==> src/pcs_sync_pkg.sv <==
// Shared types and constants for the 1000BASE-X receive synchronizer.
// The valid table is a fixed subset of code groups, not a full 8b/10b check.
// Running disparity is not tracked; both polarities of each group are accepted.
package pcs_sync_pkg;

    typedef logic [9:0] code_group_t; // One 10-bit code group as received.

    // SUDI word, code group in the upper ten bits.
    typedef struct packed {
        code_group_t code_group;
        logic        even;
    } sudi_t;

    // One-hot state encoding.
    typedef enum logic [5:0] {
        loss_of_sync  = 6'b000001,
        comma_detect  = 6'b000010,
        acquire_sync  = 6'b000100,
        sync_acquired = 6'b001000,
        sync_error    = 6'b010000,
        sync_recover  = 6'b100000
    } sync_state_t;

    localparam code_group_t k28_5_neg      = 10'b0011111010; // Comma, RD-.
    localparam code_group_t k28_5_pos      = 10'b1100000101; // Comma, RD+.
    localparam code_group_t idle_d5_6      = 10'b1010010110; // /I1/ second group.
    localparam code_group_t idle_d16_2_neg = 10'b0110110101; // /I2/ second group, RD-.
    localparam code_group_t idle_d16_2_pos = 10'b1001000101; // /I2/ second group, RD+.

    localparam int num_valid_code_groups = 30;

    // Accepted code groups, data first, then idle data, then specials.
    localparam code_group_t valid_code_groups [num_valid_code_groups] = '{
        10'b1101100100, 10'b0010011011, // D27.0
        10'b0011101011, 10'b0011100100, // D28.0
        10'b1011100100, 10'b0100011011, // D29.0
        10'b0111100100, 10'b1000011011, // D30.0
        10'b1010110100, 10'b0101001011, // D31.0
        10'b1001111001, 10'b0110001001, // D0.1
        10'b0111011001, 10'b1000101001, // D1.1
        10'b1011011001, 10'b0100101001, // D2.1
        10'b1100011001,                 // D3.1, same in both polarities.
        10'b1101011001, 10'b0010101001, // D4.1
        idle_d5_6,                      // D5.6
        idle_d16_2_neg, idle_d16_2_pos, // D16.2
        k28_5_neg, k28_5_pos,           // K28.5 comma.
        10'b1110101000, 10'b0001010111, // K23.7 /R/.
        10'b1101101000, 10'b0010010111, // K27.7 /S/.
        10'b1011101000, 10'b0100010111  // K29.7 /T/.
    };

    localparam int default_idle_count = 3; // Comma+idle pairs to acquire sync.
    localparam int default_good_run   = 3; // Valid groups in a row to end recovery.
    localparam int default_bad_limit  = 4; // Invalid groups that drop sync.

endpackage

==> src/code_group_if.sv <==
// Registered code group plus its classification flags.
// All signals are driven by the classifier on the rising edge of clk.
`timescale 1ns/1ps

interface code_group_if;

    pcs_sync_pkg::code_group_t cg; // Registered code group.
    logic is_comma;                // K28.5 of either polarity.
    logic is_idle_data;            // D5.6 or D16.2, second half of /I/.
    logic is_valid;                // Found in the valid table.

    modport source (
        output cg, is_comma, is_idle_data, is_valid
    );

    modport control (
        input is_comma, is_idle_data, is_valid
    );

    modport sink (
        input cg, is_comma
    );

endinterface

==> src/code_group_classifier.sv <==
// Input stage, one register from rx_cg to the code group bus.
// Validity is a table lookup only, so a wrong-disparity group still passes.
`timescale 1ns/1ps

module code_group_classifier (
    input  logic                      clk,
    input  logic                      reset,
    input  pcs_sync_pkg::code_group_t rx_cg,
    code_group_if.source              cg_bus
);

    logic rx_comma;     // Incoming group is a comma.
    logic rx_idle_data; // Incoming group is idle data.
    logic rx_valid;     // Incoming group is in the table.

    assign rx_comma = (rx_cg == pcs_sync_pkg::k28_5_neg) ||
                      (rx_cg == pcs_sync_pkg::k28_5_pos);

    assign rx_idle_data = (rx_cg == pcs_sync_pkg::idle_d5_6) ||
                          (rx_cg == pcs_sync_pkg::idle_d16_2_neg) ||
                          (rx_cg == pcs_sync_pkg::idle_d16_2_pos);

    // Linear search of the table.
    always_comb begin
        rx_valid = 1'b0;
        for (int i = 0; i < pcs_sync_pkg::num_valid_code_groups; i++) begin
            if (rx_cg == pcs_sync_pkg::valid_code_groups[i]) begin
                rx_valid = 1'b1; // Hit.
            end
        end
    end

    always_ff @(posedge clk) begin
        if (!reset) begin
            cg_bus.cg           <= '0; // Keeps sudi clean right after reset.
            cg_bus.is_comma     <= 1'b0;
            cg_bus.is_idle_data <= 1'b0;
            cg_bus.is_valid     <= 1'b0;
        end else begin
            cg_bus.cg           <= rx_cg;
            cg_bus.is_comma     <= rx_comma;
            cg_bus.is_idle_data <= rx_idle_data;
            cg_bus.is_valid     <= rx_valid;
        end
    end

    // The comma constants must also sit in the valid table.
    a_comma_is_valid: assert property (
        @(posedge clk) disable iff (!reset) cg_bus.is_comma |-> cg_bus.is_valid
    ) else $error("Comma code group classified as invalid.");

endmodule

==> src/pcs_sync_top.sv <==
// Receive synchronizer top, two cycles from rx_cg to sudi.
// One code group per clock, no flow control.
`timescale 1ns/1ps

module pcs_sync_top #(
    parameter int idle_count = pcs_sync_pkg::default_idle_count,
    parameter int good_run   = pcs_sync_pkg::default_good_run,
    parameter int bad_limit  = pcs_sync_pkg::default_bad_limit
) (
    input  logic                      clk,
    input  logic                      reset,
    input  pcs_sync_pkg::code_group_t rx_cg,
    output pcs_sync_pkg::sudi_t       sudi,
    output logic                      sync_status
);

    code_group_if cg_bus (); // Classifier to FSM and formatter.

    logic sync_ok; // Next-state sync, combinational.

    code_group_classifier classifier_inst (
        .clk    (clk),
        .reset  (reset),
        .rx_cg  (rx_cg),
        .cg_bus (cg_bus)
    );

    sync_state_machine #(
        .idle_count (idle_count),
        .good_run   (good_run),
        .bad_limit  (bad_limit)
    ) fsm_inst (
        .clk     (clk),
        .reset   (reset),
        .cg_bus  (cg_bus),
        .sync_ok (sync_ok)
    );

    sudi_formatter formatter_inst (
        .clk         (clk),
        .reset       (reset),
        .cg_bus      (cg_bus),
        .sync_ok     (sync_ok),
        .sudi        (sudi),
        .sync_status (sync_status)
    );

endmodule

==> src/sudi_formatter.sv <==
// Output stage, registers the SUDI word and sync status.
// A comma forces even to 1; every other group toggles it.
`timescale 1ns/1ps

module sudi_formatter (
    input  logic                 clk,
    input  logic                 reset,
    code_group_if.sink           cg_bus,
    input  logic                 sync_ok,
    output pcs_sync_pkg::sudi_t  sudi,
    output logic                 sync_status
);

    logic even_q;    // Flag of the last output.
    logic even_next; // Flag for the group now on the bus.

    assign even_next = cg_bus.is_comma ? 1'b1 : ~even_q;

    always_ff @(posedge clk) begin
        if (!reset) begin
            even_q      <= 1'b1; // First non-comma after reset comes out odd.
            sudi        <= '0;
            sync_status <= 1'b0;
        end else begin
            even_q          <= even_next;
            sudi.code_group <= cg_bus.cg;
            sudi.even       <= even_next;
            sync_status     <= sync_ok; // Sync after this group.
        end
    end

    // Two non-comma groups back to back must leave with opposite flags.
    a_even_alternates: assert property (
        @(posedge clk) disable iff (!reset)
        (reset && !cg_bus.is_comma) ##1 !cg_bus.is_comma
            |=> (sudi.even != $past(sudi.even))
    ) else $error("Even flag did not alternate.");

endmodule

==> src/sync_state_machine.sv <==
// Synchronization FSM, next state decided combinationally from the flags.
// sync_ok is the sync value of the state after the current code group.
// Counters are sized from the thresholds; thresholds must be 1 or more.
`timescale 1ns/1ps

module sync_state_machine #(
    parameter int idle_count = pcs_sync_pkg::default_idle_count,
    parameter int good_run   = pcs_sync_pkg::default_good_run,
    parameter int bad_limit  = pcs_sync_pkg::default_bad_limit
) (
    input  logic          clk,
    input  logic          reset,
    code_group_if.control cg_bus,
    output logic          sync_ok
);

    localparam int idle_w = $clog2(idle_count + 1);
    localparam int good_w = $clog2(good_run + 1);
    localparam int bad_w  = $clog2(bad_limit + 1);

    pcs_sync_pkg::sync_state_t state;
    pcs_sync_pkg::sync_state_t state_next;

    logic [idle_w-1:0] idle_cnt, idle_cnt_next; // Comma+idle pairs seen.
    logic [good_w-1:0] good_cnt, good_cnt_next; // Current run of valid groups.
    logic [bad_w-1:0]  bad_cnt, bad_cnt_next;   // Invalid groups since sync_acquired.

    logic [idle_w-1:0] idle_inc;
    logic [good_w-1:0] good_inc;
    logic [bad_w-1:0]  bad_inc;

    assign idle_inc = idle_cnt + 1'b1;
    assign good_inc = good_cnt + 1'b1;
    assign bad_inc  = bad_cnt + 1'b1;

    always_ff @(posedge clk) begin
        if (!reset) begin
            state    <= pcs_sync_pkg::loss_of_sync;
            idle_cnt <= '0;
            good_cnt <= '0;
            bad_cnt  <= '0;
        end else begin
            state    <= state_next;
            idle_cnt <= idle_cnt_next;
            good_cnt <= good_cnt_next;
            bad_cnt  <= bad_cnt_next;
        end
    end

    always_comb begin
        state_next    = state; // Hold by default.
        idle_cnt_next = idle_cnt;
        good_cnt_next = good_cnt;
        bad_cnt_next  = bad_cnt;
        case (state)
            pcs_sync_pkg::loss_of_sync: begin
                if (cg_bus.is_comma) begin
                    state_next = pcs_sync_pkg::comma_detect; // Start of a possible /I/.
                end
            end
            pcs_sync_pkg::comma_detect: begin
                if (cg_bus.is_idle_data) begin
                    if (idle_inc == idle_w'(idle_count)) begin
                        state_next    = pcs_sync_pkg::sync_acquired; // Enough /I/ seen.
                        idle_cnt_next = '0;
                    end else begin
                        state_next    = pcs_sync_pkg::acquire_sync;
                        idle_cnt_next = idle_inc;
                    end
                end else begin
                    state_next    = pcs_sync_pkg::loss_of_sync; // Comma not followed by idle.
                    idle_cnt_next = '0;
                end
            end
            pcs_sync_pkg::acquire_sync: begin
                if (cg_bus.is_comma) begin
                    state_next = pcs_sync_pkg::comma_detect;
                end else if (!cg_bus.is_idle_data) begin
                    state_next    = pcs_sync_pkg::loss_of_sync;
                    idle_cnt_next = '0;
                end
            end
            pcs_sync_pkg::sync_acquired: begin
                if (!cg_bus.is_valid) begin
                    state_next   = pcs_sync_pkg::sync_error; // First error.
                    bad_cnt_next = bad_w'(1);
                end
            end
            pcs_sync_pkg::sync_error,
            pcs_sync_pkg::sync_recover: begin
                if (!cg_bus.is_valid) begin
                    good_cnt_next = '0; // An error breaks the good run.
                    if (bad_inc == bad_w'(bad_limit)) begin
                        state_next   = pcs_sync_pkg::loss_of_sync; // Too many errors.
                        bad_cnt_next = '0;
                    end else begin
                        state_next   = pcs_sync_pkg::sync_error;
                        bad_cnt_next = bad_inc;
                    end
                end else if (state == pcs_sync_pkg::sync_error) begin
                    state_next    = pcs_sync_pkg::sync_recover; // Run starts.
                    good_cnt_next = good_w'(1);
                end else if (good_inc == good_w'(good_run)) begin
                    state_next    = pcs_sync_pkg::sync_acquired; // Full recovery.
                    good_cnt_next = '0;
                    bad_cnt_next  = '0;
                end else begin
                    good_cnt_next = good_inc;
                end
            end
            default: begin
                state_next = pcs_sync_pkg::loss_of_sync;
            end
        endcase
    end

    assign sync_ok = (state_next == pcs_sync_pkg::sync_acquired) ||
                     (state_next == pcs_sync_pkg::sync_error) ||
                     (state_next == pcs_sync_pkg::sync_recover);

    a_bad_cnt_bound: assert property (
        @(posedge clk) disable iff (!reset) bad_cnt <= bad_w'(bad_limit)
    ) else $error("Bad code group count above limit.");

    // Only a comma from the classifier may start acquisition.
    a_leave_loss_on_comma: assert property (
        @(posedge clk) disable iff (!reset)
        (state == pcs_sync_pkg::loss_of_sync && !cg_bus.is_comma)
            |=> (state == pcs_sync_pkg::loss_of_sync)
    ) else $error("Left loss_of_sync without a comma.");

endmodule

==> config.mk <==
export PLATFORM = sky130hd
export DESIGN_NAME = pcs_sync_top
export DESIGN_NICKNAME = d
export VERILOG_FILES = /design/src/pcs_sync_pkg.sv /design/src/code_group_if.sv /design/src/code_group_classifier.sv /design/src/pcs_sync_top.sv /design/src/sudi_formatter.sv /design/src/sync_state_machine.sv
export SDC_FILE = /design/constraint.sdc
export NUM_CORES = 1
export LEC_CHECK = 0
export BUFFER_PORTS_ARGS = -buffer_cell sky130_fd_sc_hd__buf_2
export CAP_MARGIN = 15
export CORE_AREA = 2 2 71 56
export CTS_CLUSTER_DIAMETER = 100
export DETAILED_ROUTE_END_ITERATION = 10
export DIE_AREA = 0 0 73 58
export PLACE_DENSITY = 0.77
export SLEW_MARGIN = 20
export SYNTH_ARGS = -nofsm -noshare
export SYNTH_HDL_FRONTEND = slang
export SYNTH_SLANG_ARGS = --single-unit
export TNS_END_PERCENT = 20
==> constraint.sdc <==
create_clock -name clk -period 1.95 [get_ports clk]
set_clock_uncertainty 0.15 [all_clocks]
set_input_delay 0.2925 -clock clk [delete_from_list [all_inputs] [get_ports clk]]
set_output_delay 0.2925 -clock clk [all_outputs]
set_load 0.01 [all_outputs]
==> results of run 1 <==
worst max-delay path, stage by stage, from the launching register on:
cell       delay (ns)
dfxtp_1          0.37
or4_4            0.59
a211oi_4         0.27
a2bb2oi_1        0.13
o2111ai_1        0.17
a31oi_2          0.06
how the worst max path moves through the flow:
stage / endpoint / slack (ns) / startpoint / cells past startpoint
detailed placement: classifier_inst.cg_bus.is_valid$_SDFF_PN0_ / 0.06 / rx_cg[7] / 6
global route: fsm_inst.bad_cnt[0]$_SDFFE_PN0P_ / 0.02 / fsm_inst.state[5]$_SDFF_PN0_ / 6
CTS: formatter_inst.sync_status$_SDFF_PN0_ / 0.03 / fsm_inst.state[2]$_SDFF_PN0_ / 5
finish: formatter_inst.sync_status$_SDFF_PN0_ / 0.10 / fsm_inst.state[0]$_SDFF_PN1_ / 5
global placement: formatter_inst.sync_status$_SDFF_PN0_ / 0.06 / fsm_inst.state[2]$_SDFF_PN0_ / 5
floorplan: formatter_inst.sync_status$_SDFF_PN0_ / 0.17 / fsm_inst.state[0]$_SDFF_PN1_ / 6
Yosys cell counts (all sizes together) (4+ instances only):
cell and count:
dfxtp 39, and2 22, nor2 21, o21ai 11, a21oi 9, clkbuf 9, inv 9, nand2 9
nor2b 8, buf 7, nand2b 6, nand3 6, nand4 4, nor4 4, nor4b 4
state kept, by name, indices dropped and copies added, names as in the netlist:
register                             count
classifier_inst.cg_bus.cg               10
fsm_inst.state                           6
classifier_inst.cg_bus.is_idle_data      1
formatter_inst.sudi                     11
fsm_inst.good_cnt                        2
fsm_inst.idle_cnt                        2
formatter_inst.sync_status               1
formatter_inst.even_q                    1
classifier_inst.cg_bus.is_valid          1
classifier_inst.cg_bus.is_comma          1
fsm_inst.bad_cnt                         3
power breakdown:
part	internal (W)	total (W)	switching [W]
Sequential	0.000818	0.000823	0.00000482
Clock	0.000381	0.000667	0.000286
Combinational	0.0000532	0.000127	0.0000733
timing repair:
action	CTS	global route
pin swaps	0	1
setup buffers	0	0
endpoints found under the hold margin	0	0
gates resized for setup	1	6
setup endpoints to repair	1	9
area by class of cell:
type	count	area [um^2]	area share
multi-input cells	163	1100	0.481
well taps	42	52.6	0.0231
clock buffers	5	68.8	0.0302
repair buffers	34	198	0.0868
flip-flops and latches	39	782	0.343
clock inverters	3	43.8	0.0192
inverters	10	37.5	0.0165
cells by family (layout without fill, tap and decap cells):
kind of cell               after synthesis  after routing  share of synthesized area
and+or+nand+nor                        106            106                      0.328
AOI/OAI and AO/OA                       47             47                      0.162
DFF                                     39             39                      0.396
buffers and inverters                   26             52                     0.0621
xor gates and xnor gates                 5              5                     0.0222
adders and majority gates                3              3                     0.0190
muxes                                    2              2                     0.0101
metrics by stage:
stage,power [W],hold slack [ns],std cells,instance area (um^2)
finish,0.00162,0.0752,296,2280
global route,0.00168,0.0927,296,2280
CTS,0.00162,0.0688,296,2260
detailed placement,0.000966,0.247,288,2140
global placement,0.000965,0.241,288,2140
floorplan,0.000921,0.231,228,1970
per-layer routing:
metal,global-route usage,part of all wire,up-vias
li1,-,-,857
met1,0.306,0.49,773
met2,0.313,0.42,70
met3,0.0661,0.082,6
met4,0.0714,0.0096,0
met5,0,0,-
==> impl_metrics.csv, run 1 <==
group,metric,value,unit
setup_path,critPathRequiredTime,1.97,ns
cells_and_area,final_layout_size_suffix_gt1_frac,0.213,
drt,drc,0,
drt,num_vias,1706,
global_routing,largest_net_degree_at_the_start_of_global_routing,19,
drt,final_antenna_net_count,0,
logic_synthesis,yosysWarnings,0,
floorplan,die_x,73,um
placed_design,place.gp.congestion,0.935,
placed_design,post-place-ws,0.0596,ns
logic_synthesis,synth_edf_count,0,
global_routing,first_global_vias,1526,
sta,finalSetupTns,0,ns
logic_synthesis,post-synth-top-area-fraction,0.396,
flow_run,max_cap_viol_count,0,
pwr,power_per_cell_area,709,nW/um^2
setup_path,crit_type,"flop to flop",
sta,report.final.hold_viol_count,0,
placed_design,dp.final_hpwl,2870,um
clock_tree,htreeDepth,2,
logic_synthesis,synth-seq-cells,39,
cells_and_area,flow.area_growth_from_synthesis,15.5,%
clock_tree,tritoncts,"done",
clock_tree,insertion_delay,0.29,ns
sta,fin_crit,1.85,ns
sta,clock.fmax,541,MHz
logic_synthesis,netlist_instances,228,
logic_synthesis,seq_area_frac_synth,0.396,
setup_path,category_of_the_worst_setup_path_launch_point,"flop",
logic_synthesis,synthArstFlopShare,0,
global_routing,grt.total_usage,0.216,
clock_tree,cts-root-buf,"clkbuf_8",
cells_and_area,finish.utilization,0.643,
clock_tree,clock_sinks,39,
setup_path,ff2ff_setup_slack,0.10,ns
placed_design,numPortBuffers,23,
sta,finalSetupViolations,0,
sta,grt_setup_unrepaired,"false",
drt,via_per_inst,5.76,
sta,tightest_slew,0.472,ns
setup_path,path_max_fanout,4,
clock_tree,cts.clk_slew.worst_paths,0.08,ns
sta,final.setup.worst_slack,0.103,ns
floorplan,initial_core_util,0.557,
global_routing,grt_pass1_wl,7070,um
clock_tree,cts_max_path_buffers,2,
sta,drv_slew,0,
logic_synthesis,ys_types,58,
setup_path,setup.worst_path.end_class,"flop",
logic_synthesis,netlist_area_before_placement,1970,um^2
cells_and_area,antenna_cells_inserted,0,
setup_path,worst_ep_arrival_time,1.87,ns
pwr,leakage,0.892,nW
min_path,hold_path.class,"primary input to flop",
setup_path,r2r-start,"fsm_inst.state[0]$_SDFF_PN1_",
drt,detail_route.first_pass.iterations,4,
logic_synthesis,syn_area_cell,8.65,um^2
sta,finalCritPeriodShare,0.947,
drt,drt_iter0_markers,186,
logic_synthesis,synth.net_count,243,
global_routing,gr-total-overflow,0,
floorplan,rows,19,
floorplan,design.core.area,3540,um^2
outcome,run_status,"complete, no violations",
drt,drt-wirelength-per-cell,14.1,um
clock_tree,cts-hold-fix-buffers,0,
logic_synthesis,ys.flop_type,"dfxtp_1",
cells_and_area,layout.cells.most_common_list,"dfxtp_1 (38), buf_2 (23), and2_1 (22)",
clock_tree,number_of_buffers_created_by_cts,5,
cells_and_area,number_of_nets_in_the_final_layout,268,
floorplan,pin_count,24,
cells_and_area,layout_commonest_cell,"dfxtp_1",
drt,totalWireLength,4160,um
min_path,worstHoldPathCells,2,
cells_and_area,num-fill-cells,287,
logic_synthesis,synth_area_leaders,"dfxtp_1 (40%), and2_1 (7.0%), nor2_1 (4.0%)",
setup_path,crit-reg2reg-capture,"formatter_inst.sync_status$_SDFF_PN0_",
min_path,hold-path-endpoint,"classifier_inst.cg_bus.cg[2]$_SDFF_PN0_",
global_routing,number_of_antenna_violations_at_the_first_check_in_global_routing,0,
floorplan,die_h,58,um
floorplan,dieArea,4230,um^2
logic_synthesis,synth_area_leader_cell,"dfxtp_1",
pwr,ir_worst_vdd,0.416,mV
setup_path,worst_r2r_path_depth,5,
sta,worst_relative_slew_slack,0.682,
min_path,min_from,"rx_cg[2]",
Power figures use the tool's default switching activity.
==> run 2, diff against run 1 <==
Settings changed: ABC_AREA set to 1, CORE_AREA 2 2 71 56 to 2 2 70 56, DIE_AREA 0 0 73 58 to 0 0 72 58, PLACE_DENSITY 0.77 to 0.88, SLEW_MARGIN 20 to 30.
==> impl_metrics.csv, run 2 <==
group,metric,value,unit
sta,drv_slew,0,
setup_path,cp_top_family,"simple AND/OR/NAND/NOR gates",
setup_path,launching_instance_or_port_of_the_critical_path,"fsm_inst.state[5]$_SDFF_PN0_",
logic_synthesis,synthArstFlopShare,0,
setup_path,crit_path_cell_trace,"nor2_2 > nand4_1 > o21ai_2 > nand2_1 > a21oi_1 > nor3_2",
global_routing,gr-total-overflow,0,
cells_and_area,finish.utilization,0.623,
min_path,min_from,"rx_cg[2]",
setup_path,setup.worst_path.end_class,"flop",
cells_and_area,finish.instance_area,2180,um^2
clock_tree,post_cts_setup_buffers,0,
drt,drc,0,
drt,num_vias,1757,
clock_tree,tritoncts,"done",
clock_tree,cts.clk_slew.worst_paths,0.08,ns
cells_and_area,number_of_nets_in_the_final_layout,333,
setup_path,crit_type,"flop to flop",
drt,drt_iter0_markers,144,
min_path,hold_path.class,"primary input to flop",
global_routing,grt.total_usage,0.199,
logic_synthesis,synth-seq-cells,39,
sta,clock.fmax,628,MHz
logic_synthesis,synth_most_common_cell,"nand2_1",
placed_design,dpl-instance-area,2040,um^2
cells_and_area,antenna_cells_inserted,0,
clock_tree,cts-root-buf,"clkbuf_8",
logic_synthesis,netlist_area_before_placement,1880,um^2
logic_synthesis,post-synth-top-area-fraction,0.415,
floorplan,die_x,72,um
sta,report.final.hold_viol_count,0,
cells_and_area,flow.area_growth_from_synthesis,15.5,%
logic_synthesis,synth_area_leaders,"dfxtp_1 (41%), nand2_1 (17%), inv_1 (11%)",
floorplan,die_h,58,um
setup_path,worst_ep_arrival_time,1.61,ns
logic_synthesis,post_synth_most_frequent_cells,"nand2_1 (87), inv_1 (53), nor2_1 (44), dfxtp_1 (39), nand3_1 (16)",
placed_design,dp.final_hpwl,2800,um
cells_and_area,layout_commonest_cell,"nand2_1",
cells_and_area,largest_reg_flops,11,
logic_synthesis,netlist_instances,291,
pwr,ir_worst_vdd,0.447,mV
setup_path,slowest_cell_on_crit_path,"dfxtp_1",
logic_synthesis,ys.flop_type,"dfxtp_1",
logic_synthesis,synth.net_count,306,
clock_tree,insertion_delay,0.29,ns
setup_path,r2r-start,"fsm_inst.state[5]$_SDFF_PN0_",
placed_design,post-place-ws,0.422,ns
cells_and_area,final_layout_size_suffix_gt1_frac,0.144,
sta,final.setup.worst_slack,0.359,ns
floorplan,design.core.area,3490,um^2
clock_tree,cts-hold-fix-buffers,0,
setup_path,critPathRequiredTime,1.97,ns
flow_run,max_cap_viol_count,0,
clock_tree,cts_max_path_buffers,2,
setup_path,cp_num_buf_inv,0,
floorplan,pin_count,24,
clock_tree,post_cts_resize_count,0,
cells_and_area,registers.top_by_ff_count,"formatter_inst.sudi",
clock_tree,number_of_buffers_created_by_cts,5,
sta,worst_relative_slew_slack,0.659,
sta,tightest_slew,0.511,ns
pwr,power_per_cell_area,793,nW/um^2
setup_path,critical-path-max-stage-delay,0.35,ns
logic_synthesis,seq_area_frac_synth,0.415,
drt,metal3_wl,241,um
cells_and_area,layout.cells.most_common_list,"nand2_1 (87), inv_1 (53), nor2_1 (44)",
drt,detailed_route_wirelength_on_metal2,1680,um
logic_synthesis,synth_edf_count,0,
logic_synthesis,yosysWarnings,0,
pwr,leakage,1.18,nW
sta,grt_setup_unrepaired,"false",
sta,fin_crit,1.59,ns
drt,wirelength_met1,1810,um
drt,via_per_inst,4.87,
clock_tree,clock_sinks,39,
cells_and_area,largestRegisters,"formatter_inst.sudi (11), classifier_inst.cg_bus.cg (10), fsm_inst.state (6)",
setup_path,path_max_fanout,4,
sta,finalSetupTns,0,ns
logic_synthesis,synth_area_leader_cell,"dfxtp_1",
global_routing,largest_net_degree_at_the_start_of_global_routing,25,
placed_design,numPortBuffers,23,
global_routing,first_global_vias,1571,
floorplan,rows,19,
outcome,run_status,"complete, no violations",
floorplan,dieArea,4180,um^2
sta,finalSetupViolations,0,
global_routing,grt_pass1_wl,6470,um
drt,totalWireLength,3760,um
logic_synthesis,syn_area_cell,6.47,um^2
placed_design,place.gp.congestion,0.890,
clock_tree,htreeDepth,2,
global_routing,number_of_antenna_violations_at_the_first_check_in_global_routing,0,
drt,drt-wirelength-per-cell,10.4,um
logic_synthesis,ys_types,26,
floorplan,initial_core_util,0.539,
setup_path,category_of_the_worst_setup_path_launch_point,"flop",
drt,detail_route.first_pass.iterations,5,
drt,final_antenna_net_count,0,
drt,dr.max_layer_used,"met4",
sta,finalCritPeriodShare,0.816,
[run 2: cell types whose count changed after synthesis, moves of 6 or more]
cell	previous run	this run
and2_1	22	0
inv_1	9	53
nand2_1	8	87
nand2b_1	6	0
nand3_1	6	16
nor2_1	21	44
nor2b_1	8	0
o21ai_0	11	4
[run 2: cells by family after synthesis]
| group | Yosys count | share of synthesized area |
|---|---|---|
| flops | 39 | 0.415 |
| buf+inv | 59 | 0.118 |
| fa+ha+maj | 3 | 0.0199 |
| simple gates | 166 | 0.376 |
| compound gates | 24 | 0.0718 |
[run 2: worst min-delay path, delay by kind of cell]
family	cells	cell delay (ns)
buffers and inverters	2	0.14
AND/OR/NAND/NOR	1	0.05
[run 2: path summary, 6_finish.rpt]
check / to / slack (ns) / cells past startpoint
max: fsm_inst.idle_cnt[0]$_SDFFE_PN0P_ / 0.36 / 6
min: classifier_inst.cg_bus.cg[2]$_SDFF_PN0_ / 0.06 / 3
max reg2reg: fsm_inst.idle_cnt[0]$_SDFFE_PN0P_ / 0.36 / 6
min reg2reg: formatter_inst.sudi[3]$_SDFF_PN0_ / 0.26 / 2
[run 2: per-stage QoR]
step | hold WS, ns | power, W | cells
after floorplan | 0.231 | 0.000912 | 291
after CTS | 0.0511 | 0.00174 | 361
after global placement | 0.239 | 0.000952 | 353
after detailed placement | 0.245 | 0.000955 | 353
final | 0.0598 | 0.00173 | 361
after global routing | 0.0713 | 0.00179 | 361
[run 2: metal layers]
layer  GRT usage  vias up
met2       0.311       49
li1            -      937
met3      0.0574        4
met5           0        -
met4      0.0863        0
met1       0.259      767
[run 2: final cells by class]
type | count | area [um^2]
clock buffers | 6 | 72.6
clock inverters | 2 | 60.1
fillers | 308 | 1320
inverters | 55 | 206
multi-input cells | 193 | 881
flip-flops and latches | 39 | 781
well taps | 42 | 52.6
repair buffers | 24 | 123
[run 2: power by group]
group | switching (W) | internal [W] | total [W] | leakage, nW
Combinational | 0.0000759 | 0.0000371 | 0.000113 | 0.793
Sequential | 0.00000608 | 0.000818 | 0.000824 | 0.319
Clock | 0.000278 | 0.000511 | 0.000789 | 0.0654
Total | 0.000360 | 0.00137 | 0.00173 | 1.18
==> run 3, diff against run 2 <==
Settings changed: ABC_AREA 1 to 0, CORE_AREA 2 2 70 56 to 2 2 71 56, DIE_AREA 0 0 72 58 to 0 0 73 58, PLACE_DENSITY 0.88 to 0.89.
Clock period 1.95 ns to 1.65 ns, I/O delays scaled along.
==> impl_metrics.csv, run 3 (synthesis gave the netlist of run 1 again) <==
group,metric,value,unit
outcome,run_status,"finished with violations",
outcome,violations_in_the_final_reports,"negative setup slack",
sta,drv_slew,0,
floorplan,rows,19,
sta,tightest_slew,0.400,ns
clock_tree,cts-root-buf,"clkbuf_8",
setup_path,ff2ff_setup_slack,-0.17,ns
global_routing,grt.total_usage,0.263,
floorplan,pin_count,24,
global_routing,number_of_antenna_violations_at_the_first_check_in_global_routing,0,
placed_design,numPortBuffers,23,
global_routing,gr-total-overflow,0,
drt,num_vias,1969,
clock_tree,cts_max_path_buffers,2,
cells_and_area,layout.cells.most_common_list,"buf_4 (51), dfxtp_1 (34), buf_2 (23)",
floorplan,die_x,73,um
drt,drt_iter0_markers,149,
sta,report.final.hold_viol_count,0,
clock_tree,clock_sinks,39,
cells_and_area,finish.utilization,0.746,
placed_design,post-place-cells,327,
setup_path,category_of_the_worst_setup_path_launch_point,"flop",
pwr,power_per_cell_area,686,nW/um^2
pwr,leakage,1.09,nW
clock_tree,number_of_buffers_created_by_cts,5,
floorplan,initial_core_util,0.557,
placed_design,post-place-ws,-0.156,ns
clock_tree,htreeDepth,2,
drt,final_antenna_net_count,0,
setup_path,crit_type,"flop to flop",
flow_run,max_cap_viol_count,0,
drt,totalWireLength,5570,um
cells_and_area,number_of_nets_in_the_final_layout,309,
floorplan,design.core.area,3540,um^2
drt,drt-wirelength-per-cell,16.5,um
placed_design,place.gp.congestion,0.917,
drt,via_per_inst,5.84,
global_routing,grt_pass1_wl,8430,um
clock_tree,cts-hold-fix-buffers,0,
sta,finalSetupViolations,12,
global_routing,first_global_vias,1770,
drt,drc,0,
sta,worst_relative_slew_slack,0.731,
setup_path,worst_ep_arrival_time,1.90,ns
sta,finalCritPeriodShare,1.11,
min_path,hold_path.class,"primary input to flop",
cells_and_area,final_layout_size_suffix_gt1_frac,0.376,
global_routing,largest_net_degree_at_the_start_of_global_routing,17,
clock_tree,tritoncts,"done",
placed_design,dp.final_hpwl,3600,um
cells_and_area,largestRegisters,"formatter_inst.sudi (11), classifier_inst.cg_bus.cg (10), fsm_inst.state (6)",
setup_path,critPathRequiredTime,1.73,ns
pwr,ir_worst_vdd,0.377,mV
clock_tree,insertion_delay,0.30,ns
sta,grt_setup_unrepaired,"true",
sta,clock.fmax,548,MHz
drt,detail_route.first_pass.iterations,4,
cells_and_area,layout_commonest_cell,"buf_4",
cells_and_area,antenna_cells_inserted,0,
floorplan,die_h,58,um
sta,fin_crit,1.82,ns
setup_path,setup.worst_path.end_class,"flop",
clock_tree,cts.clk_slew.worst_paths,0.08,ns
floorplan,dieArea,4230,um^2
cells_and_area,largest_reg_flops,11,
cells_and_area,final_cells,337,
cells_and_area,flow.area_growth_from_synthesis,33.9,%
setup_path,path_max_fanout,5,
cells_and_area,registers.top_by_ff_count,"formatter_inst.sudi",
sta,final.setup.worst_slack,-0.174,ns
sta,worst_hold_slack_across_all_endpoints,0.0127,ns
## run 3: cell types whose count changed in the layout (fill, tap and decap cells not counted), sizes merged, moves of 8 or more
cell	change
nor2	-26
and2	+22
inv	-46
buf	+51
nor2b	+8
nand3	-11
nand2	-82
## run 3: final cells by class
cell class | count | area (um^2)
Fill cell | 240 | 901
Multi-Input combinational cell | 163 | 1170
Timing Repair Buffer | 75 | 509
Clock inverter | 3 | 20.0
Clock buffer | 5 | 68.8
Inverter | 10 | 37.5
Tap cell | 42 | 52.6
Sequential cell | 39 | 787
## run 3: power breakdown
group	total, W	switching [W]	leakage (nW)	internal (W)
clock	0.000643	0.000350	0.0402	0.000294
combinational	0.000196	0.000102	0.732	0.0000933
sequential	0.000974	0.00000699	0.321	0.000967
## run 3: what timing repair did
action                     CTS  global route
gates resized for setup     14            13
buffers inserted             1             1
pin swaps                    2             3
setup endpoints to repair   11            14
## run 3: worst max-delay path: stages, from the launching register on
cell,delay (ns)
dfxtp_2,0.37
or4b_4,0.55
a21oi_1,0.15
a21oi_1,0.07
o31a_1,0.31
a31oi_2,0.16
## run 3: routing by layer
| metal | vias to the layer above | global-route usage | wire length (um) |
|---|---|---|---|
| li1 | 934 | - | - |
| met1 | 919 | 0.348 | 2370 |
| met2 | 101 | 0.412 | 2610 |
| met3 | 15 | 0.0643 | 474 |
| met4 | 0 | 0.106 | 120 |
| met5 | - | 0 | 0 |
## run 3: final timing paths
| check | to | from | cells after the start |
|---|---|---|---|
| min reg2reg | formatter_inst.even_q$_SDFF_PN1_ | formatter_inst.even_q$_SDFF_PN1_ | 1 |
| min | classifier_inst.cg_bus.cg[3]$_SDFF_PN0_ | rx_cg[3] | 2 |
| max | formatter_inst.sync_status$_SDFF_PN0_ | fsm_inst.state[4]$_SDFF_PN0_ | 5 |
| max reg2reg | formatter_inst.sync_status$_SDFF_PN0_ | fsm_inst.state[4]$_SDFF_PN0_ | 5 |
## run 3: metrics by stage
step,instance area [um^2],TNS (ns),power (W)
5_1_grt,2640,-1.90,0.00188
3_5_place_dp,2440,-0.937,0.00118
3_3_place_gp,2440,-0.591,0.00118
4_1_cts,2570,-0.378,0.00180
2_1_floorplan,1980,-0.216,0.00109
6_report,2640,-0.928,0.00181
